<file path="src/design/simt_pkg.sv">
`default_nettype none

package simt_pkg;

    // Core sizes
    localparam int NUM_WARPS = 4;
    localparam int NUM_LANES = 4;
    localparam int NUM_REGS  = 8;

    // Instruction field positions
    localparam int OPC_MSB    = 31;
    localparam int OPC_LSB    = 28;
    localparam int SCALAR_BIT = 27;
    localparam int RD_LSB     = 24;
    localparam int RS1_LSB    = 21;
    localparam int RS2_LSB    = 18;
    localparam int IMM_W      = 18;

    typedef logic [31:0] data_t;
    typedef logic [31:0] instr_t;
    typedef logic [15:0] pc_t;
    typedef logic [2:0]  reg_addr_t;
    typedef logic [1:0]  warp_idx_t;
    typedef logic [2:0]  warp_count_t;
    typedef logic [NUM_LANES-1:0] lane_mask_t;
    typedef logic [$clog2(NUM_LANES)-1:0] lane_idx_t;

    // Codes above OP_HALT decode as halt
    typedef enum logic [3:0] {
        OP_ADD    = 4'd0,
        OP_SUB    = 4'd1,
        OP_AND    = 4'd2,
        OP_OR     = 4'd3,
        OP_XOR    = 4'd4,
        OP_SLT    = 4'd5,
        OP_ADDI   = 4'd6,
        OP_LI     = 4'd7,
        OP_LANEID = 4'd8,
        OP_BNE    = 4'd9,
        OP_HALT   = 4'd10
    } opcode_e;

    // Life cycle of one warp slot
    typedef enum logic [2:0] {
        WARP_IDLE    = 3'd0,
        WARP_FETCH   = 3'd1,
        WARP_READY   = 3'd2,
        WARP_DECODE  = 3'd3,
        WARP_EXECUTE = 3'd4,
        WARP_UPDATE  = 3'd5,
        WARP_DONE    = 3'd6
    } warp_state_e;

endpackage

`default_nettype wire

</file>
<file path="src/design/instr_decoder.sv">
`timescale 1ns/10ps
`default_nettype none

module instr_decoder (
    input  wire                   clk,
    input  wire                   reset,
    input  logic                  decoding,
    input  simt_pkg::instr_t      cur_instr,
    output simt_pkg::opcode_e     opcode,
    output logic                  scalar,
    output simt_pkg::reg_addr_t   rd,
    output simt_pkg::reg_addr_t   rs1,
    output simt_pkg::reg_addr_t   rs2,
    output simt_pkg::data_t       imm,
    output logic                  reg_write,
    output logic                  is_branch,
    output logic                  is_halt
);
    import simt_pkg::*;

    logic [3:0] raw_op;
    opcode_e    op_next;

    assign raw_op = cur_instr[OPC_MSB:OPC_LSB];

    // Unused codes fall back to halt
    always_comb begin
        if (raw_op <= OP_HALT)
            op_next = opcode_e'(raw_op);
        else
            op_next = OP_HALT;
    end

    always_ff @(posedge clk) begin
        if (reset) begin
            opcode    <= OP_HALT;
            scalar    <= 1'b0;
            reg_write <= 1'b0;
            is_branch <= 1'b0;
            is_halt   <= 1'b0;
        end else if (decoding) begin
            opcode    <= op_next;
            scalar    <= cur_instr[SCALAR_BIT];
            reg_write <= (op_next != OP_BNE) && (op_next != OP_HALT);
            is_branch <= (op_next == OP_BNE);
            is_halt   <= (op_next == OP_HALT);
        end
    end

    // Register indices and immediate
    always_ff @(posedge clk) begin
        if (decoding) begin
            rd  <= cur_instr[RD_LSB +: 3];
            rs1 <= cur_instr[RS1_LSB +: 3];
            rs2 <= cur_instr[RS2_LSB +: 3];
            imm <= {{(32 - IMM_W){cur_instr[IMM_W-1]}}, cur_instr[IMM_W-1:0]};
        end
    end

endmodule

`default_nettype wire

</file>
<file path="config.mk">
export PLATFORM = sky130hd
export DESIGN_NAME = instr_decoder
export DESIGN_NICKNAME = d
export VERILOG_FILES = /design/src/design/simt_pkg.sv /design/src/design/instr_decoder.sv
export SDC_FILE = /design/constraint.sdc
export NUM_CORES = 1
export LEC_CHECK = 0
export BUFFER_PORTS_ARGS = -buffer_cell sky130_fd_sc_hd__buf_2
export CAP_MARGIN = 20
export CELL_PAD_IN_SITES_DETAIL_PLACEMENT = 0
export CELL_PAD_IN_SITES_GLOBAL_PLACEMENT = 1
export CORE_ASPECT_RATIO = 1.4
export CORE_MARGIN = 2
export CORE_UTILIZATION = 30
export DETAILED_ROUTE_END_ITERATION = 10
export PLACE_DENSITY = 0.87
export SETUP_SLACK_MARGIN = 0.02
export SLEW_MARGIN = 5
export SYNTH_ARGS = -nofsm -noshare
export SYNTH_HDL_FRONTEND = slang
export SYNTH_SLANG_ARGS = --single-unit
</file>
<file path="constraint.sdc">
create_clock -name clk -period 1.35 [get_ports clk]
set_input_delay 0.405 -clock clk [delete_from_list [all_inputs] [get_ports clk]]
set_output_delay 0.405 -clock clk [all_outputs]
set_load 0.02 [all_outputs]
</file>
* After elaboration in Yosys (flattened, before gate mapping)
Cells that the tools add are included.
** Storage, ports and cells
- Input bits :: 35
- Register bits :: 35
** Cells by class
- Equal/unequal tests :: 4
- Mux-type cells :: 1
- Reductions and logical operators :: 1
- Magnitude comparators :: 1
** Operators with widths (number)
- equality test 4 bit, second input constant :: 2
- inequality test 4 bit, second input constant :: 2
- less-or-equal comparator 4 bit, second input constant :: 1
- two-way mux 4 bit :: 1
- logical AND 1 bit :: 1

* Longest topological paths before layout
- Depth after elaboration :: 4
- Gate-level depth with buffers :: 4

* Worst setup path before layout
No wires, ideal clock.
- Path kind :: reg2out
- Start point :: register imm[17] (netlist name)
- End point :: output port imm[18]
- Path slack :: 0.079 ns
- Required time :: 0.945 ns
- Stages on the path, launching flop included :: 2
- Arrival time :: 0.866 ns
- Path through :: edfxtp_1 buf_4
** RTL lines
- to (decl) :: RTL line instr_decoder.sv:14 : output simt_pkg::data_t imm,
No word-level cell between the ends.

* Worst setup path after layout
- Start point :: register imm[17] (netlist name)
- End point :: output port imm[22]
No word-level cell between the ends.

==> impl_metrics.ini <==
[critical_path]
reg2reg_from = opcode[3]
cp_data_required_time_ns = 0.95
critPathMaxFanout = 15
path_class = register to output pin
r2r_slack_ns = 0.59
cp_data_arrival_time_ns = 1.00
start_kind = register
regToRegEndpoint = opcode[3]
r2r_cells = 2
max_stage_delay_ns = 0.42
end_kind = output pin
path_cells = buf_12, buf_2
critPathSlowestCell = edfxtp_1

[hold_path]
whs_path_depth = 1
hp-start = cur_instr[20]
worstHoldPathType = input port to register
hold_end = rs2[2]

[routing]
totalWireLength_mm = 2.332
firstDrtPassIters = 3
drt_iter0_markers = 9
drc_errors = 0
vias_per_cell = 4.268
route.vias.total = 845
ant_nets = 0
wl_per_cell_um = 11.78

[final_layout]
fin_cells = 198
layout_commonest_cell = buf_2
insertedDiodeCount = 0
syn2layout_area_growth_pct = 41.36
num-fill-cells = 354
multiInputGateArea_um2 = 146.4
nets = 189
utilization_pct = 44.25
seq_area_um2 = 970.9
drive_gt1_share_pct = 60.65
layout_common_cells = buf_2, edfxtp_1, dfxtp_1

[power_and_ir_drop]
p_leak_nw = 0.7869
max-vdd-ir-drop_v = 0.0008755
power_mw = 2.514
power_density_mw_per_mm2 = 1437

[timing]
drv_slew = 0
rsz0062_at_grt = yes
setup_tns_ns = -0.8282
slew_headroom_pct = 84.22
post-route-period-util_pct = 104.2
finalHoldViolCount = 0
tightest_slew_ns = 0.2367
clock_skew_ns = 0
layout_setup_ws_ns = -0.05620
finalSetupViolations = 15
fin_crit_ns = 1.406
fmax_mhz = 711.1

[grt]
overflow = 0
grt_pass1_vias = 812
use_met1_pct = 8.997
use_met3_pct = 4.376
grt_pass1_wl_mm = 3.539
busiest_layer = met2
grt_usage_pct = 10.33
gr-usage-met2_pct = 19.44
grt_max_degree = 23
antenna_found_initial = 0

[clock_tree]
cts_tree = built
clk_path_buf_depth = 2
insertion_delay_ns = 0.28
cts_resized = 0
cts_buffers = 5
cts_num_sinks = 35
hold_buffers = 0
cts_max_level = 2
clk_pin_slew_ns = 0.06
clockRootBuffer = clkbuf_8

[place]
dp_hpwl_mm = 1.824
placedCellCount = 189
gp_routability_congestion = 0.7275
dp_slack_ns = 0.1597
io_buffers = 83

[synthesis]
ys_ff_latch = 35
yosys.area.top_type = edfxtp_1
ys_top_cells_by_area = edfxtp_1, dfxtp_1, buf_4, a21oi_1, nand2b_1
syn_area_mm2 = 0.001237
synth_top_area_share_pct = 65.52
yosysSeqAreaShare_pct = 78.46
syn_area_per_cell_um2 = 16.28
syn-instance-count = 76
yosysWarnings = 0
synth_nets = 111
ys_types = 19

[floorplan]
die_area_mm2 = 0.004662
start_util_pct = 31.31
std_cell_rows = 27
die_h_um = 79.99
die-width_um = 58.28
core_mm2 = 0.003953
io_pins = 84

[job]
maxCapViolCount = 0

[outcome]
status = finished with violations
violations = negative setup slack
[Yosys cell counts]
| library cell | n |
|---|---|
| edfxtp_1 | 27 |
| buf_4 | 14 |
| dfxtp_1 | 8 |
| a21oi_1 | 6 |
| nand2b_1 | 4 |
| nor2_1 | 4 |
| a211o_1 | 1 |
| buf_1 | 1 |
| buf_6 | 1 |
| mux2i_1 | 1 |
| nand3_1 | 1 |
| nand3b_1 | 1 |
| nand4_1 | 1 |
| nor2b_1 | 1 |
| o211ai_1 | 1 |
| o21ai_0 | 1 |
| o21ai_1 | 1 |
| o311ai_1 | 1 |
| or2_1 | 1 |
[critical path: cells and delay by family, from the launching register on]
family                 cells  cell delay (ns)
flip-flops                 1             0.42
buffers and inverters      2             0.31
[how the worst max path moves through the flow]
stage / startpoint / slack, ns / end
2_1_floorplan: imm[17] / 0.08 / imm[18]
3_3_place_gp: decoding / 0.19 / scalar
3_5_place_dp: decoding / 0.16 / scalar
4_1_cts: imm[17] / -0.07 / imm[19]
5_1_grt: imm[17] / -0.11 / imm[31]
6_report: imm[17] / -0.06 / imm[22]
[stage by stage]
step                area (µm²)  hold slack, ns
floorplan                 1237          0.5039
global placement          1622          0.4556
finish                    1749          0.3015
detailed placement        1622          0.4626
global route              1749          0.2822
CTS                       1749          0.2881
[cells by family after synthesis]
group / count (synthesis) / share of synthesized area, %
AOI/OAI and AO/OA: 11 / 5.258
DFF: 35 / 78.46
buffers and inverters: 16 / 9.706
and+or+nand+nor: 13 / 5.764
muxes: 1 / 0.8089
[layout make-up]
type | instances | area share [%]
sequential | 35 | 55.51
multi-input combinational | 25 | 8.369
clock buffer | 5 | 3.934
clock inverter | 3 | 2.217
tap | 43 | 3.076
timing repair buffer | 87 | 26.90
[metal layers]
layer / part of all wire (%) / vias to the layer above
li1: - / 416
met1: 32 / 364
met2: 54 / 60
met3: 12 / 5
met4: 1.9 / 0
met5: 0 / -
[registers in the layout, indices dropped and copies added (netlist names), 3 cells and up]
name,count
rs1,3
rd,3
imm,18
rs2,3
opcode,4
[repair_timing]
item,4_1_cts,5_1_grt
setup buffers,1,0
endpoints found under the setup margin,15,15
gates cloned,0,0
[power by group]
part / internal (mW) / total (mW) / leakage (nW) / switching (mW)
Clock: 0.540 / 0.879 / 0.0556 / 0.340
Sequential: 1.24 / 1.26 / 0.330 / 0.0206
Combinational: 0.138 / 0.370 / 0.401 / 0.232
No activity file was read; power rests on OpenSTA's default activity.
