File: src/design/simt_pkg.sv
`default_nettype none

package simt_pkg;

    // Core sizes
    localparam int NUM_WARPS = 4;
    localparam int NUM_LANES = 4;
    localparam int NUM_REGS  = 8;

    // Instruction field positions
    localparam int OPC_MSB    = 31;
    localparam int OPC_LSB    = 28;
    localparam int SCALAR_BIT = 27;
    localparam int RD_LSB     = 24;
    localparam int RS1_LSB    = 21;
    localparam int RS2_LSB    = 18;
    localparam int IMM_W      = 18;

    typedef logic [31:0] data_t;
    typedef logic [31:0] instr_t;
    typedef logic [15:0] pc_t;
    typedef logic [2:0]  reg_addr_t;
    typedef logic [1:0]  warp_idx_t;
    typedef logic [2:0]  warp_count_t;
    typedef logic [NUM_LANES-1:0] lane_mask_t;
    typedef logic [$clog2(NUM_LANES)-1:0] lane_idx_t;

    // Codes above OP_HALT decode as halt
    typedef enum logic [3:0] {
        OP_ADD    = 4'd0,
        OP_SUB    = 4'd1,
        OP_AND    = 4'd2,
        OP_OR     = 4'd3,
        OP_XOR    = 4'd4,
        OP_SLT    = 4'd5,
        OP_ADDI   = 4'd6,
        OP_LI     = 4'd7,
        OP_LANEID = 4'd8,
        OP_BNE    = 4'd9,
        OP_HALT   = 4'd10
    } opcode_e;

    // Life cycle of one warp slot
    typedef enum logic [2:0] {
        WARP_IDLE    = 3'd0,
        WARP_FETCH   = 3'd1,
        WARP_READY   = 3'd2,
        WARP_DECODE  = 3'd3,
        WARP_EXECUTE = 3'd4,
        WARP_UPDATE  = 3'd5,
        WARP_DONE    = 3'd6
    } warp_state_e;

endpackage

`default_nettype wire

File: src/design/warp_scheduler.sv
`timescale 1ns/10ps
`default_nettype none

module warp_scheduler (
    input  wire                       clk,
    input  wire                       reset,
    input  logic                      start,
    input  simt_pkg::warp_count_t     num_warps,
    input  simt_pkg::pc_t             base_pc,
    output logic [simt_pkg::NUM_WARPS-1:0] imem_valid,
    output simt_pkg::pc_t             imem_addr [simt_pkg::NUM_WARPS],
    input  logic [simt_pkg::NUM_WARPS-1:0] imem_ready,
    input  simt_pkg::instr_t          imem_data [simt_pkg::NUM_WARPS],
    output simt_pkg::warp_idx_t       cur_warp,
    output simt_pkg::instr_t          cur_instr,
    output logic                      decoding,
    output logic                      executing,
    input  logic                      is_branch,
    input  logic                      is_halt,
    input  simt_pkg::data_t           branch_imm,
    input  logic                      branch_ne,
    output logic                      done
);
    import simt_pkg::*;

    warp_state_e state [NUM_WARPS];
    pc_t         pc [NUM_WARPS];
    instr_t      instr [NUM_WARPS];
    pc_t         next_pc;
    pc_t         cur_pc;
    logic        running;
    logic        any_busy;
    logic        path_free;
    logic        pick_valid;
    warp_idx_t   pick_warp;

    assign cur_pc    = pc[cur_warp];
    assign cur_instr = instr[cur_warp];
    assign decoding  = (state[cur_warp] == WARP_DECODE);
    assign executing = (state[cur_warp] == WARP_EXECUTE);

    // Path is held only through decode and execute
    assign path_free = !(decoding || executing);

    for (genvar w = 0; w < NUM_WARPS; w++) begin : g_fetch
        assign imem_valid[w] = (state[w] == WARP_FETCH);
        assign imem_addr[w]  = pc[w];
    end

    // Round-robin search begins after the last picked warp
    always_comb begin
        warp_idx_t cand;
        pick_valid = 1'b0;
        pick_warp  = cur_warp;
        for (int i = 1; i <= NUM_WARPS; i++) begin
            cand = warp_idx_t'(cur_warp + i);
            if (!pick_valid && state[cand] == WARP_READY) begin
                pick_valid = 1'b1;
                pick_warp  = cand;
            end
        end
    end

    always_comb begin
        any_busy = 1'b0;
        for (int w = 0; w < NUM_WARPS; w++) begin
            if (state[w] != WARP_IDLE && state[w] != WARP_DONE)
                any_busy = 1'b1;
        end
    end

    always_ff @(posedge clk) begin
        if (reset) begin
            running  <= 1'b0;
            done     <= 1'b0;
            cur_warp <= warp_idx_t'(NUM_WARPS - 1);
            for (int w = 0; w < NUM_WARPS; w++) begin
                state[w] <= WARP_IDLE;
                pc[w]    <= '0;
            end
        end else begin
            done <= running && !any_busy;
            if (start && !running) begin
                running <= 1'b1;
                for (int w = 0; w < NUM_WARPS; w++) begin
                    if (w < num_warps) begin
                        state[w] <= WARP_FETCH;
                        pc[w]    <= base_pc;
                    end
                end
            end
            for (int w = 0; w < NUM_WARPS; w++) begin
                case (state[w])
                    WARP_FETCH:   if (imem_ready[w]) state[w] <= WARP_READY;
                    WARP_DECODE:  state[w] <= WARP_EXECUTE;
                    WARP_EXECUTE: state[w] <= WARP_UPDATE;
                    WARP_UPDATE: begin
                        if (is_halt) begin
                            state[w] <= WARP_DONE;
                        end else begin
                            pc[w]    <= next_pc;
                            state[w] <= WARP_FETCH;
                        end
                    end
                    default: ;
                endcase
            end
            if (path_free && pick_valid) begin
                cur_warp         <= pick_warp;
                state[pick_warp] <= WARP_DECODE;
            end
        end
    end

    // Fetched words and branch target
    always_ff @(posedge clk) begin
        for (int w = 0; w < NUM_WARPS; w++) begin
            if (imem_valid[w] && imem_ready[w])
                instr[w] <= imem_data[w];
        end
        if (executing)
            next_pc <= (is_branch && branch_ne) ? cur_pc + pc_t'(branch_imm) : cur_pc + pc_t'(1);
    end

    assert property (@(posedge clk) disable iff (reset) executing |=> !executing);

    for (genvar w = 0; w < NUM_WARPS; w++) begin : g_fetch_chk
        assert property (@(posedge clk) disable iff (reset)
            imem_valid[w] && !imem_ready[w] |=> imem_valid[w] && $stable(imem_addr[w]));
    end

endmodule

`default_nettype wire

File: config.mk
export PLATFORM = sky130hd
export DESIGN_NAME = warp_scheduler
export DESIGN_NICKNAME = d
export VERILOG_FILES = /design/src/design/simt_pkg.sv /design/src/design/warp_scheduler.sv
export SDC_FILE = /design/constraint.sdc
export NUM_CORES = 1
export LEC_CHECK = 0
export ABC_AREA = 1
export BUFFER_PORTS_ARGS = -buffer_cell sky130_fd_sc_hd__buf_2
export CORE_AREA = 10 10 169 171
export DETAILED_ROUTE_END_ITERATION = 12
export DIE_AREA = 0 0 179 181
export HOLD_SLACK_MARGIN = 0.02
export PLACE_DENSITY_LB_ADDON = 0.25
export SETUP_SLACK_MARGIN = 0.3
export SLEW_MARGIN = 20
export SYNTH_ARGS = -nofsm -noshare
export SYNTH_HDL_FRONTEND = slang
export SYNTH_SLANG_ARGS = --single-unit
File: constraint.sdc
create_clock -name clk -period 3 [get_ports clk]
set_input_delay 0.6 -clock clk [delete_from_list [all_inputs] [get_ports clk]]
set_output_delay 0.6 -clock clk [all_outputs]
set_load 0.02 [all_outputs]
# Word level (Yosys, flattened, before mapping)
# Memory sizes are Yosys's and may differ from the RTL's. A register that Yosys moved wholly into a read port is not among the register bits.
# Cells that the tools add are included.
# classes
n_addsub	6
magnitude_cmp	4
eq_ne	26
mux	146
bitwise_logic	32
n_reduce_logical	26
# op_table
operator	count
two-way mux 16 bit	9
two-way mux 1 bit	103
two-way mux 3 bit	24
bitwise OR 1 bit	32
equality test 3 x 2 -> 1 bit, second input constant	9
equality test 3 bit, second input constant	9
two-way mux 2 bit	10
adder 16 x 1 -> 16 bit, second input constant	1
adder 16 bit	1
logical AND 1 bit	15
equality test 3 x 1 -> 1 bit, second input constant	4
inequality test 3 bit, second input constant	4
nonzero test 3 bit	4
logical NOT 1 bit	6
less-than comparator 1 x 3 -> 1 bit, first input constant	2
less-than comparator 2 x 3 -> 1 bit, first input constant	2
adder 2 x 1 -> 2 bit, second input constant	2
adder 2 bit, second input constant	2
logical OR 1 bit	1
# totals
reg_bits	20
mem_bits_rw	204
output_inout_bits	105
elab_cells	247
n_memories	3
# mem_list
name	words	word_bits	read_ports	rd_ports_with_merged_regs	wr	line	source
instr	4	32	1	1	4	warp_scheduler.sv:28	instr_t instr [NUM_WARPS];
pc	4	16	5	1	4	warp_scheduler.sv:27	pc_t pc [NUM_WARPS];
state	4	3	9	1	5	warp_scheduler.sv:26	warp_state_e state [NUM_WARPS];

# Longest topological paths before layout
# Gate-level depths: netlist (run 1).
# An unclocked memory read counts as a cell.
# logic_depth
word_depth	17
mapped_depth	15
mapped_depth_nobuf	13

# Worst setup path before layout (run 1)
# OpenSTA, ideal clock, no wires.
# synth_timing
kind	register to register
start	reg with a tool-made name
end	reg next_pc[10] (data pin)
setup_time_ns	0.259
t_arrival_ns	2.499
required_ns	2.741
setup_slack_ns	0.242
stages_incl_launch_ff	16
n_path_buf	3
synth_period_minus_slack_ns	2.758
path_cell_list	dfxtp_1 > inv_2 > buf_2 > clkbuf_1 > clkbuf_1 > o21ai_0 > o22ai_1 > ha_1 > fa_1 > nand3_1 > nand2_1 > a21oi_1 > o21ai_0 > nand3_1 > nand2_1 > xor2_1
# synth_lines
element	line	source
end signal: assignment	warp_scheduler.sv:122	next_pc <= (is_branch && branch_ne) ? cur_pc + pc_t'(branch_imm) : cur_pc + pc_t'(1);
end: declaration	warp_scheduler.sv:29	pc_t next_pc;

==> results of run 1 <==
-- worst max-delay path: cells and delay by family, from the launching register on --
kind                   cells  cell delay, ns
and+or+nand+nor            1            0.08
DFF                        1            0.39
buffers and inverters      4            0.75
AOI/OAI and AO/OA          1            0.27
-- report_power, final --
group	internal (mW)	total, mW	switching [mW]
Sequential	4.20	4.63	0.432
Combinational	1.46	4.49	3.03
Clock	1.60	2.82	1.22
-- metrics by stage --
stage / hold WS (ns) / utilization, % / instance area, sq um / setup slack [ns] / total power, mW
finish: 0.241 / 54.9 / 13700 / 0.347 / 11.9
global route: 0.230 / 54.9 / 13700 / 0.249 / 12.6
CTS: 0.225 / 54.8 / 13700 / 0.321 / 12.0
detailed placement: 0.502 / 51.6 / 12900 / 0.179 / 9.07
global placement: 0.497 / 51.6 / 12900 / 0.165 / 9.01
floorplan: 0.475 / - / 11100 / 0.301 / 7.56
-- cell usage after synthesis, drive strengths merged, types with 8 or more instances --
cell type  number  area share, %
edfxtp        208             56
nor2          161            5.7
nand2         160            5.6
o21ai         142            7.4
inv            83            2.9
nand3          74            4.8
o22ai          66            3.7
a21oi          33            1.6
clkbuf         32            1.1
buf            25            1.6
dfxtp          18            3.2
ha             15            1.7
nor3           12           0.87
xor2           11           0.87
nand4           8           0.45
-- logic make-up (layout without fill, tap and decap cells) --
logic type / after synthesis / count (layout)
and+or+nand+nor: 426 / 426
AOI/OAI and AO/OA: 255 / 255
DFF: 226 / 226
buffers and inverters: 141 / 445
adders and majority gates: 16 / 16
xor gates and xnor gates: 14 / 14
other: 0 / 2
-- layout make-up --
class	instances	area (sq um)
Fill cell	2285	11300
Timing Repair Buffer	319	1750
Inverter	84	330
Antenna cell	2	5.00
Clock inverter	13	90.1
Clock buffer	29	641
Multi-Input combinational cell	711	3910
Tap cell	330	413
Sequential cell	226	6610
-- routing by layer --
layer  vias up  part of all wire, %
met1      4425                   40
li1       4397                    -
met5         -                0.072
met2       455                   47
met3        56                   11
met4         4                  1.9
-- timing repair --
| item | 4_1_cts | 5_1_grt |
|---|---|---|
| resized for setup | 9 | 8 |
| endpoints found under the hold margin | 0 | 0 |
| setup buffers | 4 | 1 |
| setup endpoints to repair | 30 | 5 |
| pin swaps | 0 | 1 |
-- layout by cell type (no fill, tap or decap), types with 15 or more instances in the layout --
cell type	synthesis	layout
buf_2	17	276
edfxtp_1	208	208
nor2_1	153	152
nand2_1	152	150
o21ai_0	105	103
inv_1	67	67
o22ai_1	66	64
nand3_1	42	42
buf_4	5	37
nand3_2	32	32
a21oi_1	31	30
o21ai_2	30	30
clkbuf_16	0	25
dfxtp_1	18	16
ha_1	15	15
-- flip-flops by register name, summed over array words and instances (netlist names), named ones only --
register and flops:
running 1, state 12, instr 128, done 1
pc 64, next_pc 16, cur_warp 2
-- worst paths after layout --
| check | startpoint | end | slack, ns | depth (start not counted) |
|---|---|---|---|---|
| worst max-delay path | flip-flop | cur_instr[23] | 0.35 | 6 |
| worst min register to register | running | running | 0.52 | 2 |
| worst min-delay path | imem_data[52] | instr[2][20] | 0.24 | 1 |
| worst max register to register | flip-flop | next_pc[10] | 0.48 | 12 |
==> run summary, run 1 <==
### Worst setup path
- **slowest stage cell on the critical path** dfxtp_4
- **Setup crit start kind** flip-flop
- **Slowest Stage Delay on Critical Path** 0.39 ns
- **Worst Setup Path Type** reg -> out
- **maximum net fanout on the critical path** 30
- **dominant cell type by count on the critical path** buf_4
- **ordered cell list for the critical path** inv_6 -> buf_12 -> buf_4 -> nor2_1 -> o22ai_1 -> buf_4
- **Setup crit end kind** output port
- **worst endpoint required time** 2.40 ns
- **WP data arrival** 2.05 ns

### Die
- **standard-cell rows** 58
- **Die Span X** 179 microns
- **core area** 0.0250 sq mm
- **die area** 0.0324 sq mm
- **initial core utilization** 44.3%
- **Die Span Y** 181 microns
- **I/O pin count** 294

### Timing
- **clock tree skew after final layout** 0.0308 ns
- **total negative slack for setup checks** 0 ns
- **Least-Margin Pin Slew** 0.601 ns
- **endpoints failing hold** 0
- **unrepaired setup endpoints after global routing** true
- **maximum clock rate** 377 MHz
- **share of the cycle needed by the critical path after routing** 88.4%
- **number of pins exceeding their max-slew limit in the final report** 0
- **Final setup violation count** 0
- **worst slew margin relative to its limit** 60.0%
- **Period minus WS final** 2.65 ns

### Route
- **number of nets with antenna violations after detailed routing** 0
- **DRC violations left** 0
- **wire per inst** 21.0 microns
- **Starting DRT DRC Count** 770
- **via count** 9337
- **detailed-router iteration count before antenna repair** 7
- **via density per instance** 5.45
- **wire length reported by the detailed router** 35900 microns

### Place
- **gp weighted congestion** 0.936
- **post-placement cell count** 1665
- **Port Buffer Count** 277
- **detailed-placement wirelength estimate** 26000 microns

### Logic synthesis
- **share of synthesized area occupied by flip-flops and latches** 59.5%
- **mean post-synth cell area** 10.3 sq um
- **Post-synth ARST share** 0%
- **Synth Net Count** 1283
- **Post-synth EDFFs** 208
- **area of the mapped netlist** 0.0111 sq mm
- **largest family of logic cells by synthesized area** simple AND/OR/NAND/NOR gates
- **Syn. warnings** 0
- **register bit total from synthesis** 226
- **compound-gate portion of the synthesized area** 13.7%
- **post-synthesis share of cell area spent on full adders, half adders and majority gates** 1.87%
- **most instantiated flip-flop cell in the synthesis netlist** edfxtp_1
- **fraction of synthesized area in multiplexers** 0%
- **xor/xnor cell area share of the yosys netlist** 1.11%
- **gate count after technology mapping** 1078
- **simple-gate share of the synthesized area** 18.1%
- **library cells used by synthesis** 50

### Flow run
- **total of max-cap violations** 0

### Cells and area
- **Synth-to-Final Area Change** 23.9%
- **count of nets after finishing** 1572
- **non-filler instance count after layout** 1714
- **fraction of layout instances using a drive strength above 1** 34.1%

### Global route
- **number of antenna violations at the first check in global routing** 4
- **met3 Track Usage GR** 5.61%
- **largest net degree at the start of global routing** 49
- **met2 demand-to-capacity share in global routing** 34.4%
- **global route total overflow** 0
- **Total Routing Usage GR** 20.9%
- **vias in the first global route** 9261
- **M1 GR Usage** 26.8%
- **global-route wire length before repair** 52800 microns
- **GRT Max-Usage Layer** met2

### Clock network
- **clock latency reported for the late side of the worst-skew pair** 0.53 ns
- **clock tree root buffer cell** clkbuf_16
- **total CTS buffers** 25
- **CTS HTree Levels** 1
- **number of buffers inserted for hold repair after clock tree synthesis** 0
- **Sink Count** 226
- **CTS tree** yes
- **clock slew at reported path FFs** 0.06 ns
- **maximum buffer depth of the clock tree** 3

### Pwr
- **Power Dens Cells** 868 mW/mm^2
- **peak ir drop on the vdd network** 0.445 mV
- **leakage component of the power** 5.84 nW

### Worst hold path
- **Hold WC Path Type** in -> reg

### Outcome
- **run status** finished clean

Note: power is estimated with default switching activity, not from simulation.
==> inputs of run 2 (changes only) <==
==> constraint.sdc (replaced) <==
create_clock -name clk -period 3 [get_ports clk]
set_input_delay 0.6 -clock clk [delete_from_list [all_inputs] [get_ports clk]]
set_output_delay 0.6 -clock clk [all_outputs]
set_load 0.005 [all_outputs]
==> run 2 against run 1 <==
Clock skew decreased by 0.020 ns. Via count is 0.52% lower. Utilization increased by 0.43 points. Sequential power hardly changed. Critical endpoint unchanged. Largest cell class unchanged. Highest routed layer unchanged.
==> run summary, run 2 (synthesis results as in run 1) <==
### Die
- **I/O pin count** 294
- **Die Span Y** 181 microns
- **core area** 0.0250 sq mm
- **standard-cell rows** 58
- **die area** 0.0324 sq mm
- **initial core utilization** 44.3%
- **Die Span X** 179 microns

### Global route
- **global route total overflow** 0
- **met2 demand-to-capacity share in global routing** 33.5%
- **met3 Track Usage GR** 5.75%
- **GRT Max-Usage Layer** met2
- **Total Routing Usage GR** 20.8%
- **vias in the first global route** 9175
- **number of antenna violations at the first check in global routing** 2
- **global-route wire length before repair** 52200 microns
- **M1 GR Usage** 26.4%
- **largest net degree at the start of global routing** 49

### Route
- **detailed-router iteration count before antenna repair** 5
- **DRC violations left** 0
- **wire length reported by the detailed router** 35700 microns
- **Starting DRT DRC Count** 762
- **via density per instance** 5.43
- **number of nets with antenna violations after detailed routing** 0
- **wire per inst** 20.9 microns
- **via count** 9288

### Worst setup path
- **kind of cell adding the most delay to the critical path** buffers and inverters
- **worst endpoint required time** 2.40 ns
- **WP data arrival** 1.99 ns
- **slowest stage cell on the critical path** dfxtp_4
- **r2r endpoint** next_pc[15]
- **depth of the worst register-to-register path** 11
- **register-to-register setup slack** 0.49 ns
- **maximum net fanout on the critical path** 25
- **ordered cell list for the critical path** inv_6 -> buf_12 -> buf_4 -> nor2_2 -> o22ai_2 -> buf_2
- **Setup crit end kind** output port
- **Slowest Stage Delay on Critical Path** 0.40 ns
- **Worst Setup Path Type** reg -> out
- **combined buffer and inverter count along the critical path** 4
- **Critical Path Stages** 6
- **Setup crit start kind** flip-flop

### Timing
- **clock tree skew after final layout** 0.0103 ns
- **maximum clock rate** 385 MHz
- **endpoints failing hold** 0
- **share of the cycle needed by the critical path after routing** 86.5%
- **worst slew margin relative to its limit** 61.3%
- **Final setup violation count** 0
- **hold_ws** 0.243 ns
- **Final WS setup** 0.406 ns
- **number of pins exceeding their max-slew limit in the final report** 0
- **Least-Margin Pin Slew** 0.580 ns
- **unrepaired setup endpoints after global routing** true
- **Period minus WS final** 2.59 ns
- **total negative slack for setup checks** 0 ns

### Clock network
- **clock latency reported for the late side of the worst-skew pair** 0.53 ns
- **number of buffers inserted for hold repair after clock tree synthesis** 0
- **total CTS buffers** 26
- **clock tree root buffer cell** clkbuf_16
- **clock slew at reported path FFs** 0.06 ns
- **Sink Count** 226
- **CTS tree** yes
- **CTS HTree Levels** 1
- **maximum buffer depth of the clock tree** 3

### Cells and area
- **Largest register FFs** 128
- **commonest non-fill, non-tap cell in the layout** buf_2
- **largest registers** instr (128), pc (64), next_pc (16)
- **fraction of layout instances using a drive strength above 1** 34.0%
- **largest register by flop count** instr
- **Synth-to-Final Area Change** 24.9%
- **commonest cells after routing, fill and taps aside** buf_2, edfxtp_1, nor2_1
- **count of nets after finishing** 1568
- **count of inserted antenna diode cells** 0

### Pwr
- **leakage component of the power** 5.89 nW
- **peak ir drop on the vdd network** 0.497 mV
- **Power Dens Cells** 858 mW/mm^2

### Flow run
- **total of max-cap violations** 0

### Place
- **worst slack, placed** 0.166 ns
- **Port Buffer Count** 277
- **gp weighted congestion** 0.924
- **detailed-placement wirelength estimate** 25800 microns

### Worst hold path
- **hold path cells** 1
- **Hold Path End** instr[1][27]
- **critical hold path startpoint** imem_data[91]
- **Hold WC Path Type** in -> reg

### Outcome
- **run status** finished clean

run 2: timing repair:
action | 4_1_cts | 5_1_grt
gates resized for setup | 8 | 6
setup buffers | 0 | 4
pin swaps | 0 | 0
endpoints found under the setup margin | 25 | 6
run 2: worst max path at each step:
stage	start	endpoint	slack, ns
after floorplan	flip-flop	next_pc[10]	0.30
after global placement	is_branch	next_pc[10]	0.18
after detailed placement	is_branch	next_pc[10]	0.17
after CTS	flip-flop	executing	0.32
after global routing	flip-flop	decoding	0.28
final	flip-flop	cur_instr[23]	0.41
run 2: routing by layer:
metal / part of all wire [%] / vias up
met4: 2.7 / 4
met2: 46 / 438
met3: 11 / 68
met5: 0.076 / -
met1: 41 / 4395
li1: - / 4383
run 2: power breakdown:
group | leakage [nW] | internal (mW) | total (mW) | switching, mW
sequential | 2.14 | 4.20 | 4.63 | 0.433
clock | 0.419 | 1.99 | 3.24 | 1.25
combinational | 3.33 | 1.44 | 4.03 | 2.59
run 2: worst register-to-register path, cell delays in order, from the launching register on:
cell and delay, ns:
dfxtp_2 0.33, inv_2 0.23, buf_12 0.22, o21ai_0 0.11, o22ai_1 0.17, ha_1 0.31, a21oi_1 0.24, o21ai_0 0.18
a221oi_2 0.28, nand2_1 0.09, nand2_1 0.06, nand2_1 0.04
run 2: final cells by class:
type	count	area [sq um]
Multi-Input combinational cell	711	3910
Tap cell	330	413
Fill cell	2215	11200
Clock inverter	11	159
Timing Repair Buffer	314	1730
Clock buffer	36	709
Sequential cell	226	6610
Inverter	84	330
run 2: per-stage QoR:
step | cells | cell area, sq um | power (mW) | util [%]
floorplan | 1078 | 11100 | 7.11 | -
global placement | 1661 | 12900 | 8.57 | 51.6
detailed placement | 1661 | 12900 | 8.63 | 51.6
CTS | 1708 | 13800 | 11.9 | 55.1
global route | 1712 | 13900 | 12.6 | 55.4
finish | 1712 | 13900 | 11.9 | 55.4
