## config.mk

```make
export PLATFORM = sky130hd
export DESIGN_NAME = lane_alu
export DESIGN_NICKNAME = d
export VERILOG_FILES = /design/src/design/simt_pkg.sv /design/src/design/lane_alu.sv
export SDC_FILE = /design/constraint.sdc
export NUM_CORES = 1
export LEC_CHECK = 0
export ABC_CLOCK_PERIOD_IN_PS = 9500
export BUFFER_PORTS_ARGS = -buffer_cell sky130_fd_sc_hd__buf_4
export CAP_MARGIN = 20
export CORE_ASPECT_RATIO = 0.5
export CORE_MARGIN = 4
export CORE_UTILIZATION = 50
export DETAILED_ROUTE_END_ITERATION = 10
export PLACE_DENSITY_LB_ADDON = 0.25
export SLEW_MARGIN = 20
export SYNTH_ARGS = -nofsm -noshare
export SYNTH_HDL_FRONTEND = slang
export SYNTH_SLANG_ARGS = --single-unit
```

## constraint.sdc

```tcl
create_clock -name vclk -period 9.5
set_clock_uncertainty 0.15 [all_clocks]
set_input_delay 0.475 -clock vclk [all_inputs]
set_output_delay 0.475 -clock vclk [all_outputs]
set_load 0.1 [all_outputs]
```

## src/design/simt_pkg.sv

```systemverilog
`default_nettype none

package simt_pkg;

    // Core sizes
    localparam int NUM_WARPS = 4;
    localparam int NUM_LANES = 4;
    localparam int NUM_REGS  = 8;

    // Instruction field positions
    localparam int OPC_MSB    = 31;
    localparam int OPC_LSB    = 28;
    localparam int SCALAR_BIT = 27;
    localparam int RD_LSB     = 24;
    localparam int RS1_LSB    = 21;
    localparam int RS2_LSB    = 18;
    localparam int IMM_W      = 18;

    typedef logic [31:0] data_t;
    typedef logic [31:0] instr_t;
    typedef logic [15:0] pc_t;
    typedef logic [2:0]  reg_addr_t;
    typedef logic [1:0]  warp_idx_t;
    typedef logic [2:0]  warp_count_t;
    typedef logic [NUM_LANES-1:0] lane_mask_t;
    typedef logic [$clog2(NUM_LANES)-1:0] lane_idx_t;

    // Codes above OP_HALT decode as halt
    typedef enum logic [3:0] {
        OP_ADD    = 4'd0,
        OP_SUB    = 4'd1,
        OP_AND    = 4'd2,
        OP_OR     = 4'd3,
        OP_XOR    = 4'd4,
        OP_SLT    = 4'd5,
        OP_ADDI   = 4'd6,
        OP_LI     = 4'd7,
        OP_LANEID = 4'd8,
        OP_BNE    = 4'd9,
        OP_HALT   = 4'd10
    } opcode_e;

    // Life cycle of one warp slot
    typedef enum logic [2:0] {
        WARP_IDLE    = 3'd0,
        WARP_FETCH   = 3'd1,
        WARP_READY   = 3'd2,
        WARP_DECODE  = 3'd3,
        WARP_EXECUTE = 3'd4,
        WARP_UPDATE  = 3'd5,
        WARP_DONE    = 3'd6
    } warp_state_e;

endpackage

`default_nettype wire

```

## src/design/lane_alu.sv

```systemverilog
`timescale 1ns/10ps
`default_nettype none

module lane_alu (
    input  simt_pkg::opcode_e   opcode,
    input  simt_pkg::data_t     op1,
    input  simt_pkg::data_t     op2,
    input  simt_pkg::data_t     imm,
    input  simt_pkg::data_t     lane_id,
    output simt_pkg::data_t     result,
    output logic                not_equal
);
    import simt_pkg::*;

    logic less;

    // Signed compare for set-less-than
    assign less = ($signed(op1) < $signed(op2));

    always_comb begin
        case (opcode)
            OP_ADD:    result = op1 + op2;
            OP_SUB:    result = op1 - op2;
            OP_AND:    result = op1 & op2;
            OP_OR:     result = op1 | op2;
            OP_XOR:    result = op1 ^ op2;
            OP_SLT:    result = data_t'(less);
            OP_ADDI:   result = op1 + imm;
            OP_LI:     result = imm;
            OP_LANEID: result = lane_id;
            // Branch and halt write nothing
            default:   result = '0;
        endcase
    end

    // Branch condition for OP_BNE
    assign not_equal = (op1 != op2);

endmodule

`default_nettype wire

```

Word-level counts from Yosys, hierarchy flattened. Cells that the tools add are included.

Bits in latches: 0. Input port bits: 132. Output and inout bits: 33. Memories kept: 0. Memory bits (writable): 0. Memory bits (read-only): 0. Flip-flop bits (word level): 0. Logic and storage cells: 18.

Reduce and logical (&&, ||, !) cells: 1. Add/subtract/negate cells: 3. Bitwise logic cells: 3. Multipliers: 0. Divide/modulo/power cells: 0. Muxes and demuxes: 1. Shift-type cells: 0. $lt $le $gt $ge: 1. Equality and inequality tests: 9.

Operators with widths (count): 32-bit one-hot mux with 9 select lines (1); 32-bit adder (2); 32-bit AND (1); 32-bit < comparator (1); 32-bit inequality test (1); 32-bit OR (1); 32-bit subtractor (1); 32-bit bitwise XOR (1); 4-bit by 3-bit equality test with 1-bit output (second input constant) (4); 4-bit by 2-bit equality test with 1-bit output (second input constant) (2); 4-bit by 1-bit equality test with 1-bit output (second input constant) (1); 4-bit equality test (second input constant) (1); 4-bit zero test (1).

Logic depth before layout (Yosys ltp). Gate-level depths: netlist of run 1.

Depth after elaboration: 2. Depth in mapped cells: 17. Gate-level depth less buffers: 15.

Worst setup path after synthesis of run 1. No wires, ideal clock.

Path kind: in2out. From: input port opcode[3]. To: output port result[18]. Buffers on the path: 2. Data required time: 8.875 ns. Arrival time: 5.552 ns. Setup slack: 3.323 ns. Cell stages on the path: 16. Cells stage by stage: clkbuf_1 -> nand2b_1 -> nor2_1 -> clkbuf_1 -> o21ai_0 -> ha_1 -> fa_1 -> a21o_1 -> a21oi_1 -> o21ai_1 -> a21oi_1 -> nor2b_1 -> nand3_1 -> a31oi_1 -> xor2_1 -> o21ai_0.

Word-level cells in the longest chain between the ends: 2. Elaborated cells between the ends (all ways): 10. Classes of those cells: 8 x eq/ne; 1 x mux; 1 x reduce/logical.

Ends and longest elaborated chain: from (decl) (line lane_alu.sv:5) `input simt_pkg::opcode_e opcode,`; 4-bit equality test, or another cell as far along (line lane_alu.sv:21) `case (opcode)`; 32-bit one-hot mux with 9 select lines * (line lane_alu.sv:21); to (decl) (line lane_alu.sv:10) `output simt_pkg::data_t result,`.

Mark *: on every way between the ends. The rest lies on a longest branch, timed or not.

Worst setup path in the final report of run 1.
From: input port opcode[3]. To: output port result[26].

The elaborated chain is that of the path after synthesis.

==> run summary, run 1 <==
The number of antenna violations at the first check in global routing came out at 0. The worst hold path stage count is 4. The number of warnings printed during yosys synthesis is 0. The chip height came out at 85.2 µm.

At the worst endpoint, the required time is 8.88 ns. The accumulated negative setup slack is 0 ns. The number of hold buffers added after cts came out at 0. The final antenna diode count came out at 0. The post-synthesis average cell area came out at 6.91 µm². The overall fraction of global-route tracks in use came out at 28.5%. Summed over all layers, the global routing overflow is 0. The tightest slew margin relative to the limit came out at between 30% and 40%. The largest individual stage delay along the critical path comes from the cell sky130_fd_sc_hd__buf_4.

After legalization and detailed placement, the total HPWL measured 16.9 mm. The share of synthesized cell area in full adder, half adder and majority cells is between 20 and 30%. The width of the die came out at 162 µm. The highest fanout seen on the critical path came out at 63. After global routing, the most crowded layer is met2. Setup violations remaining at the end of the flow were counted as 0. The signal on the critical path passes through buf_4, nand2b_1, nor2_4, buf_4, o21ai_0, ha_1, fa_1, a21o_1, a21oi_1, o21ai_1, a21oi_1, a21oi_1, a31oi_1, o21ai_0, xnor2_1, o221ai_1, buf_4. The worst path in the final design needs a cycle of 5.33 ns, including I/O delays and setup. Timing would allow up to 188 MHz.

The wire length of the first global-routing pass is 33.3 mm. The XOR/XNOR share of the synthesized area is 8.38%. The overall routed net length is between 20 and 25 mm. Clock buffers in the final layout number 0.

The fraction of met1 tracks used by global routing is a little over two fifths. The commonest cells after synthesis are 131 x sky130_fd_sc_hd__ha_1, 95 x sky130_fd_sc_hd__inv_1, 78 x sky130_fd_sc_hd__a21oi_1. The share of final-layout standard cells stronger than drive strength 1 came out at 20.2%. The fill cell instance count of the final layout is 1035.

The run finished with clean final reports. After detailed routing, the number of remaining DRC violations is 0. The routability congestion estimate from global placement is 1.03. The effective utilization at floorplan is a little over half. The switching power is 0.000379 W. After synthesis, the cell types taking the most area are sky130_fd_sc_hd__ha_1 27%, sky130_fd_sc_hd__a21oi_1 6.5%, sky130_fd_sc_hd__o21ai_0 6.3%, sky130_fd_sc_hd__inv_1 6.0%, sky130_fd_sc_hd__xnor2_1 5.7%. The cell area power density is 78.3 mW/mm². The site row count is 27. The die footprint came out at 0.0138 mm². The worst hold path class is in2out. The count of antenna-violating nets left after detailed routing came out at 0.

The area taken by flip-flops and latches is 0 µm². The detailed-route wire length per cell is between 15 and 20 µm. The share of the clock period used by the worst path after layout is 56.1%.

Synthesis produced a netlist with a net count of 1128. The final-layout worst hold slack came out at 1.28 ns. The endpoint class of the critical path is an output pin. By startpoint and endpoint, the worst setup path is classified as in2out. The detailed-routing iteration count for the pre-antenna-repair pass is 6. The total I/O pin count is around 170. The routed via count divided by cell count is 6.22.

The share of total power in combinational logic came out at 100.0%. In this run the biggest area consumer among cell types represents 27.5% of the synthesized area. Global routing used 44.4% of the available met2 tracks. The worst IR drop on VDD came out at 0.0451 mV. The total via count after detailed routing is 7155. The largest single stage delay on the critical path is 0.48 ns.

The biggest area contributor in the post-synthesis netlist is sky130_fd_sc_hd__ha_1. The net switching share of the total power came out at 66.2%. The number of global-route vias before repair is 6573.

The number of max-cap violations is 0. The net count reported at finish came out at 1258. Summing the areas of all compound-gate instances in the mapped netlist gives 36.8% of the synthesized area. The number of gates resized after CTS was 0. The multiplexer share of the synthesized area came out at 0.504%. After synthesis, flip-flops and latches occupy 0% of the total area.

The number of setup buffers added after CTS came out at 0. Global routing used 2.43% of the available met3 tracks. The internal portion of total power is between 0.00015 and 0.0002 W. STA classifies the critical path startpoint as an input pin. The final max-slew violation count is 0.

The final layout contains a sequential cell count of 0. The area growth from synthesis to layout is 22.8%. The most common cell in the netlist is sky130_fd_sc_hd__ha_1. Summing all multi-input logic gate instances after layout gives about 0.0055 mm². The share of total power dissipated in the clock network is 0%. The total standard cell area after synthesis came out at 0.00596 mm². The actual slew at the worst max-slew pin came out at 0.951 ns.

The leakage power of the design is approximately 3.5 nW. For this block, the initial DRC count from the detailed router was 741. The quantity of I/O buffers inserted on ports came out at 165.

After Yosys synthesis, and, or, nand and nor cells account for 17.2% of the synthesized area. Setup repair after global routing left no endpoint under its margin. Entering global routing, the biggest net connects 64 pins. The data arrival time of the worst path came out at approximately 4.7 ns.

The distinct cell type count of the synthesized netlist is 75. The part of the power in registers is 0%. The standard cell core area came out at 0.0113 mm². Synthesis produced approximately 860 cells. The main combinational cell family by area after synthesis is compound AO/OA/AOI/OAI gates.

The final hold violation count came to 0.
## kinds of logic after synthesis
family                   Yosys count
XOR/XNOR                          57
AND/OR/NAND/NOR                  209
multiplexers                       3
buffers and inverters            142
adder cells (fa/ha/maj)          133
AO/OA/AOI/OAI                    319
## layer usage
| layer | part of all wire, % | up-vias | routed length [µm] |
|---|---|---|---|
| met5 | 0 | - | 0 |
| met4 | 0.80 | 0 | 169 |
| met3 | 10 | 25 | 2180 |
| met2 | 42 | 348 | 8930 |
| met1 | 47 | 3371 | 9900 |
| li1 | - | 3411 | - |
## cell type report
class | count | area share (%)
Timing Repair Buffer | 174 | 17.8
Tap cell | 159 | 2.72
Multi-Input combinational cell | 721 | 74.5
Inverter | 96 | 4.92
## worst paths after layout
check | from | to | slack, ns
max | opcode[3] | result[26] | 4.17
min | imm[14] | result[14] | 1.28
## layout by cell type, fill, tap and decap left out, types with 3 or more instances in the layout
master	n
sky130_fd_sc_hd__ha_1	131
sky130_fd_sc_hd__o211ai_1	13
sky130_fd_sc_hd__nand2b_1	9
sky130_fd_sc_hd__a21o_1	15
sky130_fd_sc_hd__o21bai_1	9
sky130_fd_sc_hd__nand4_1	9
sky130_fd_sc_hd__a41oi_1	4
sky130_fd_sc_hd__o21ai_1	6
sky130_fd_sc_hd__a21oi_1	78
sky130_fd_sc_hd__or2_2	3
sky130_fd_sc_hd__nor3_1	14
sky130_fd_sc_hd__and3_1	3
sky130_fd_sc_hd__o31ai_1	6
sky130_fd_sc_hd__nand2_1	74
sky130_fd_sc_hd__a31oi_1	3
sky130_fd_sc_hd__nor4_1	4
sky130_fd_sc_hd__nor2b_1	10
sky130_fd_sc_hd__o221ai_1	16
sky130_fd_sc_hd__or4_1	3
sky130_fd_sc_hd__inv_1	95
sky130_fd_sc_hd__mux2i_1	3
sky130_fd_sc_hd__nor3_2	4
sky130_fd_sc_hd__nand3_1	13
sky130_fd_sc_hd__a22oi_1	20
sky130_fd_sc_hd__a211oi_1	10
sky130_fd_sc_hd__nor2_1	49
sky130_fd_sc_hd__o21ai_0	75
sky130_fd_sc_hd__o41ai_1	3
sky130_fd_sc_hd__a221oi_1	17
sky130_fd_sc_hd__xor2_1	18
sky130_fd_sc_hd__buf_4	174
sky130_fd_sc_hd__xnor2_1	39
sky130_fd_sc_hd__a222oi_1	15
## stage by stage
step	util (%)	instances	area (µm²)	total power (W)	worst slack, ns
CTS	64.7	1150	7320	0.000565	4.26
finish	64.7	1150	7320	0.000573	4.17
floorplan	-	863	5960	0.000406	3.32
detailed placement	64.7	1150	7320	0.000562	4.29
global placement	64.7	1150	7320	0.000557	4.44
global route	64.7	1150	7320	0.000613	3.93
## power by group through the flow
stage          Combinational, W  Sequential, W  Clock [W]
2_1_floorplan          0.000406              0          0
3_3_place_gp           0.000557              0          0
3_5_place_dp           0.000562              0          0
4_1_cts                0.000565              0          0
5_1_grt                0.000613              0          0
6_report               0.000573              0          0
## worst max-delay path: cells and delay by family
kind / cells / cell delay, ns
AND/OR/NAND/NOR: 2 / 0.33
buffers and inverters: 3 / 0.95
AO/OA/AOI/OAI: 9 / 2.08
XOR/XNOR: 1 / 0.16
adder cells (fa/ha/maj): 2 / 0.70
No activity file was read; power rests on OpenSTA's default activity.
==> inputs of run 2 (changes only) <==
ABC_AREA = 1   (was default)
ABC_CLOCK_PERIOD_IN_PS = 5300   (was 9500)
clock period = 5.3 ns   (was 9.5 ns; I/O delays follow)
==> run summary, run 2 <==
In this run, placement finished with an instance count of 1831. The most critical setup path has its endpoint at result[30]. The overall routed net length is 35.5 mm.

The accumulated negative setup slack came out at 0 ns. The width of the die came out at about 180 µm. In this run, post-CTS repair resized a total of 0 instances. The effective utilization at floorplan is 51.6%. The clock period could shrink to 4.27 ns. Across the run, the number of max-cap violations was 0. The total via count after detailed routing is 10491. The number of global-route vias before repair was 9397. The routed via count divided by cell count is 5.73. The peak clock frequency supported by timing came out at 234 MHz.

The aggregate global routing overflow came out at 0. The final standard cell utilization of the core came out at 61.3%. The final-layout clock buffer total came out at 0.

The number of antenna violations at the first check in global routing came to 3. The data required time of the worst path is 4.89 ns. The wire length of the first global-routing pass came out at 53.2 mm.

The number of setup buffers added after CTS came out at 0. The actual slew at the worst max-slew pin is 0.857 ns. The detailed placer's ending HPWL is around 30 mm. The run finished with clean final reports. After layout, the worst path uses between 80% and 90% of the clock period. In the synthesized netlist, the cells that appear most often are 497 x sky130_fd_sc_hd__nand2_1, 332 x sky130_fd_sc_hd__inv_1, 131 x sky130_fd_sc_hd__ha_1. The critical path launch point is opcode[2].

Of all cell types, the one taking the most synthesized area is sky130_fd_sc_hd__nand2_1. The pin count of the biggest net entering global routing came out at 38. The finished layout holds 1832 standard cells, fillers aside.

The quantity of I/O buffers inserted on ports is about 170. The share of synthesized cell area in full adder, half adder and majority cells came out at between 20% and 30%. The number of warnings printed during yosys synthesis is 0.

The initial DRC count is 1208. The detailed-routing iteration count for the pre-antenna-repair pass is 6. The worst setup path is of the in2out kind. By area, the combinational part of the netlist is dominated by simple AND/OR/NAND/NOR gates. The area share of the largest cell type after synthesis came out at 24.7%.

The total I/O pin count came out at 165. The leakage power of the design is 5.63 nW. The overall fraction of global-route tracks in use came out at 39.6%. STA classifies the critical path startpoint as an input pin. The cell area power density came out at 130 mW/mm². The most common cell in the synthesized netlist is sky130_fd_sc_hd__nand2_1. The final sequential cell count is 0.

The worst hold path class is in2out. The site row count is 31. Leaving out fill and tap cells, the most frequent cell in the layout is sky130_fd_sc_hd__nand2_1. The sequential cell area fraction in the yosys report is 0%. The floorplan step defined a core boundary enclosing between 0.01 and 0.015 mm². Sorting the synthesized cells by area gives the leading types as sky130_fd_sc_hd__nand2_1 25%, sky130_fd_sc_hd__ha_1 22%, sky130_fd_sc_hd__inv_1 17%, sky130_fd_sc_hd__nand3_1 8.6%, sky130_fd_sc_hd__o21ai_0 5.7%. The sequential cells in the finished layout cover a total of 0 µm². The area growth from synthesis to layout is 18.8%. The basic-gate share of the synthesized area counting and, or, nand and nor cells came out at around 42%. Setup repair after global routing left no endpoint under its margin. The final hold violation count is 0.

STA classifies the critical path endpoint as an output pin. The smallest setup slack after layout came out at 1.03 ns. The library cells used most frequently in the layout, excluding fill and tap cells, are 496 x sky130_fd_sc_hd__nand2_1, 332 x sky130_fd_sc_hd__inv_1, 172 x sky130_fd_sc_hd__buf_4, 131 x sky130_fd_sc_hd__ha_1, 130 x sky130_fd_sc_hd__nand3_1. The number of hold buffers added after cts is 0. The multiplexer share of the synthesized area came out at 0%. The distinct cell type count of the synthesized netlist is 36. The XOR/XNOR share of the synthesized area is 0.116%.

The total standard cell area after synthesis is 0.00755 mm². The routability congestion estimate from global placement came out at 1.11. For this run, design rule violations remaining after detail routing come to 0. The post-synthesis net count is 1754. From bottom edge to top edge, the die measures 94.9 µm. The pre-CTS setup slack came out at 1.13 ns. In this run the tightest slew margin relative to its limit is 42.8%.

The net count reported at finish came out at 1900. Summing the areas of all compound-gate instances in the mapped netlist gives approximately 17% of the synthesized area. In the final routed layout, each cell accounts on average for 19.4 µm. The final max-slew violation count is 0.

The die footprint is between 0.015 and 0.02 mm². The final-layout worst hold slack is between 0.8 and 0.9 ns. Of all nets on the critical path, the largest fanout is 37. In this run the remaining antenna-violating nets after routing total 0. IR analysis of the VDD net gives a maximum drop of around 0.09 mV. The number of endpoints failing setup at the final stage came out at 0. The cell count after synthesis is approximately 1500. Dividing the synthesized area by the synthesized cell count gives 5.07 µm². The data arrival time of the worst path came out at 3.86 ns.

The share of final-layout standard cells stronger than drive strength 1 is 11.9%.
==> run 2: per-stage QoR <==
step | total power (W) | instance area [µm²]
floorplan | 0.000749 | 7550
global placement | 0.00111 | 8970
detailed placement | 0.00112 | 8970
CTS | 0.00112 | 8970
global route | 0.00125 | 8970
finish | 0.00117 | 8970
==> run 2: logic make-up after synthesis <==
kind of cell	after synthesis
xor gates and xnor gates	1
adders and majority gates	133
and+or+nand+nor	775
buffers and inverters	364
AOI/OAI and AO/OA	216
==> run 2: worst max-delay path, stage by stage <==
cell and delay (ns):
sky130_fd_sc_hd__buf_4 0.12, sky130_fd_sc_hd__inv_2 0.08, sky130_fd_sc_hd__nor2_4 0.05, sky130_fd_sc_hd__nand2_2 0.46
sky130_fd_sc_hd__buf_4 0.47, sky130_fd_sc_hd__o21ai_0 0.14, sky130_fd_sc_hd__ha_1 0.23, sky130_fd_sc_hd__fa_1 0.43
sky130_fd_sc_hd__nand3_1 0.10, sky130_fd_sc_hd__nand3_1 0.24, sky130_fd_sc_hd__nand2_1 0.13, sky130_fd_sc_hd__nand2_1 0.10
sky130_fd_sc_hd__nand2_1 0.09, sky130_fd_sc_hd__nand2_1 0.17, sky130_fd_sc_hd__nand2_1 0.16, sky130_fd_sc_hd__nand2_1 0.06
sky130_fd_sc_hd__nand2_1 0.05, sky130_fd_sc_hd__nand3_1 0.06, sky130_fd_sc_hd__nand3_1 0.14, sky130_fd_sc_hd__buf_4 0.30
==> run 2: per-layer routing <==
metal / part of all wire [%] / vias up / global-route usage, % / routed length (µm)
met5: 0.31 / - / 3.43 / 110
met2: 35 / 734 / 51.5 / 12300
met1: 45 / 4747 / 59.3 / 16100
met3: 18 / 52 / 18.0 / 6510
li1: - / 4952 / - / -
met4: 1.3 / 6 / 4.56 / 461
==> run 2: where the power goes <==
group | internal, W | switching, W
Combinational | 0.000329 | 0.000840
Clock | 0.0000000000260 | 0
Sequential | 0 | 0
Total | 0.000329 | 0.000840
==> run 2: worst min-delay path by stage <==
stage / endpoint / from / slack, ns / depth (start not counted)
global route: result[6] / lane_id[6] / 0.87 / 4
finish: result[6] / lane_id[6] / 0.87 / 4
global placement: result[8] / lane_id[8] / 0.86 / 4
detailed placement: result[6] / lane_id[6] / 0.86 / 4
floorplan: result[0] / opcode[1] / 1.01 / 3
CTS: result[6] / lane_id[6] / 0.86 / 4
==> run 2: cell type report <==
cell class	count	area (µm²)
multi-input cells	1125	6170
repair buffers	172	1290
inverters	336	1260
well taps	198	248
diodes	1	2.50
fillers	1487	5650
==> inputs of run 3 (changes only) <==
ABC_CLOCK_PERIOD_IN_PS = 3720   (was 5300)
clock period = 3.72 ns   (was 5.3 ns; I/O delays follow)
==> run summary, run 3 (synthesis gave the netlist of run 2 again) <==
The run finished with clean final reports. Setup repair after global routing left no endpoint under its margin. The cell area power density is roughly 180 mW/mm². The number of max-cap violations came out at 0. The standard cell core area came out at 0.0146 mm². The initial DRC count is 1140. The data arrival time of the worst path is 3.27 ns. The final hold violation count came out at 0. The post-detailed-placement cell area is 0.00905 mm².

The tightest slew margin relative to the limit came out at a little over two fifths. The number of global-route vias before repair came out at 9706. The fill cell instance count of the final layout is 1495.

The part of the power in registers came out at 0%. Setup violations remaining at the end of the flow were counted as 0. The effective utilization at floorplan is 51.6%. The final max-slew violation count is 0.

The shortest period the worst path allows came out at about 3.6 ns. The switching power is 0.00118 W. The routability congestion estimate from global placement is approximately 1.2.

The aggregate global routing overflow is 0. The floorplan step set the die width to 182 µm. The accumulated negative setup slack is 0 ns. The peak clock frequency supported by timing is between 200 and 300 MHz. In this run, the clock network consumes 0% of the power. The die covers 0.0172 mm². The critical path launch point is opcode[3]. Detailed routing inserted a total of between 10000 and 15000 vias. The internal portion of total power came out at 0.000481 W. The wire length of the first global-routing pass is approximately 51 mm. The design has 0 sequential cells. STA classifies the critical path endpoint as an output pin. In this run the worst setup path terminates at result[31]. Detailed placement ended at an HPWL of around 29 mm. Across the VDD grid, the largest voltage drop is 0.117 mV. The pin count of the biggest net entering global routing is 33. The worst setup path is of the in2out kind. Input and output buffers added on the ports amount to about 170. The final cell area excluding filler cells is approximately 0.0091 mm². The count of antenna-violating nets left after detailed routing came out at 0. The tightest min-delay check is of the in2out type. The number of hold buffers added after cts came out at 0. The first TritonRoute pass finished after 7 iterations. Of all nets on the critical path, the largest fanout is 31.

The share of total power in combinational logic came out at 100.0%. The number of cells in the finished layout apart from fillers is 1839. STA classifies the critical path startpoint as an input pin. The chip height came out at 94.9 µm. The area growth from synthesis to layout is 20.0%. For this design the static power due to leakage is around 5.7 nW. The final antenna diode count came out at 0. The net switching share of the total power is 71.0%. The share of the clock period used by the worst path after layout is 97.1%. After floorplanning, the core was divided into 31 placement rows. The routed via count divided by cell count came out at 5.64. The total I/O pin count came out at 165. The overall routed net length is 34.1 mm. The overall fraction of global-route tracks in use is 37.5%. STA puts the critical path data required time at roughly 3.4 ns. The number of antenna violations at the first check in global routing is 0.

The share of final-layout standard cells stronger than drive strength 1 came out at between 10% and 20%. The number of remaining DRC errors is 0. After the last flow step, the layout net total stands at 1908. The detailed-route wire length per cell came out at roughly 19 µm. The most frequent standard cell in the layout excluding fill and tap cells is sky130_fd_sc_hd__nand2_1. Registers take 0 µm². Counting the clock-network buffers in the layout gives 0.

The actual slew at the worst max-slew pin is 0.845 ns. The top cell types in the final layout, fill and taps aside, are 496 x sky130_fd_sc_hd__nand2_1, 332 x sky130_fd_sc_hd__inv_1, 178 x sky130_fd_sc_hd__buf_4, 131 x sky130_fd_sc_hd__ha_1, 130 x sky130_fd_sc_hd__nand3_1. The count of placed standard cells including taps came out at 1839.
==> run 3: changes by cell type in the layout (fill, tap and decap cells not counted) <==
cell                      delta
sky130_fd_sc_hd__a21oi_1     -1
sky130_fd_sc_hd__buf_4       +6
sky130_fd_sc_hd__buf_12      +2
sky130_fd_sc_hd__o21ai_1     +2
sky130_fd_sc_hd__o21ai_0     -2
sky130_fd_sc_hd__diode_2     -1
sky130_fd_sc_hd__a21oi_2     +1
==> run 3: repair_timing <==
action	4_1_cts	5_1_grt
gates resized for setup	0	3
buffers inserted	0	0
setup endpoints to repair	0	2
==> run 3: critical path, stage by stage <==
cell and delay, ns:
sky130_fd_sc_hd__buf_4 0.14, sky130_fd_sc_hd__nor2_4 0.15, sky130_fd_sc_hd__nand2_2 0.13, sky130_fd_sc_hd__buf_12 0.19, sky130_fd_sc_hd__o21ai_0 0.25, sky130_fd_sc_hd__ha_1 0.37
sky130_fd_sc_hd__nand2_1 0.22, sky130_fd_sc_hd__inv_1 0.06, sky130_fd_sc_hd__a21oi_1 0.24, sky130_fd_sc_hd__nand2_1 0.21, sky130_fd_sc_hd__nand2_1 0.10, sky130_fd_sc_hd__nand2_1 0.12
sky130_fd_sc_hd__nand2_1 0.28, sky130_fd_sc_hd__nand2_1 0.08, sky130_fd_sc_hd__nand2_1 0.06, sky130_fd_sc_hd__nand3_1 0.07, sky130_fd_sc_hd__nand3_1 0.09, sky130_fd_sc_hd__buf_4 0.29
==> run 3: routing by layer <==
layer / GRT usage (%) / wire length (µm)
met1: 53.6 / 14900
met2: 51.9 / 12600
met3: 15.5 / 5650
met4: 7.62 / 784
met5: 3.71 / 84
==> run 3: how the worst min path moves through the flow <==
stage	endpoint	depth (start not counted)	slack [ns]	from
final	result[8]	4	0.70	lane_id[8]
after detailed placement	result[1]	4	0.70	lane_id[1]
after global routing	result[1]	4	0.72	lane_id[1]
after CTS	result[6]	4	0.70	lane_id[6]
after global placement	result[7]	4	0.69	lane_id[7]
after floorplan	result[0]	3	0.85	opcode[1]
==> run 3: cell type report <==
class	count	area [µm²]	share of cell area, %
well taps	198	248	2.74
inverters	336	1260	13.9
repair buffers	180	1380	15.2
multi-input cells	1125	6170	68.1
==> run 3: stage by stage <==
step	hold WS, ns	setup WS (ns)	power, W	utilization (%)
5_1_grt	0.717	0.0499	0.00178	61.9
3_3_place_gp	0.691	0.316	0.00157	61.9
4_1_cts	0.702	0.289	0.00160	61.9
2_1_floorplan	0.848	0.315	0.00107	-
3_5_place_dp	0.699	0.299	0.00159	61.9
6_report	0.696	0.110	0.00166	61.9
==> run 3: power groups by stage <==
| stage | logic (W) | clock network (W) | registers, W |
|---|---|---|---|
| floorplan | 0.00107 | 0 | 0 |
| global placement | 0.00157 | 0 | 0 |
| detailed placement | 0.00159 | 0 | 0 |
| CTS | 0.00160 | 0 | 0 |
| global route | 0.00178 | 0 | 0 |
| finish | 0.00166 | 0 | 0 |
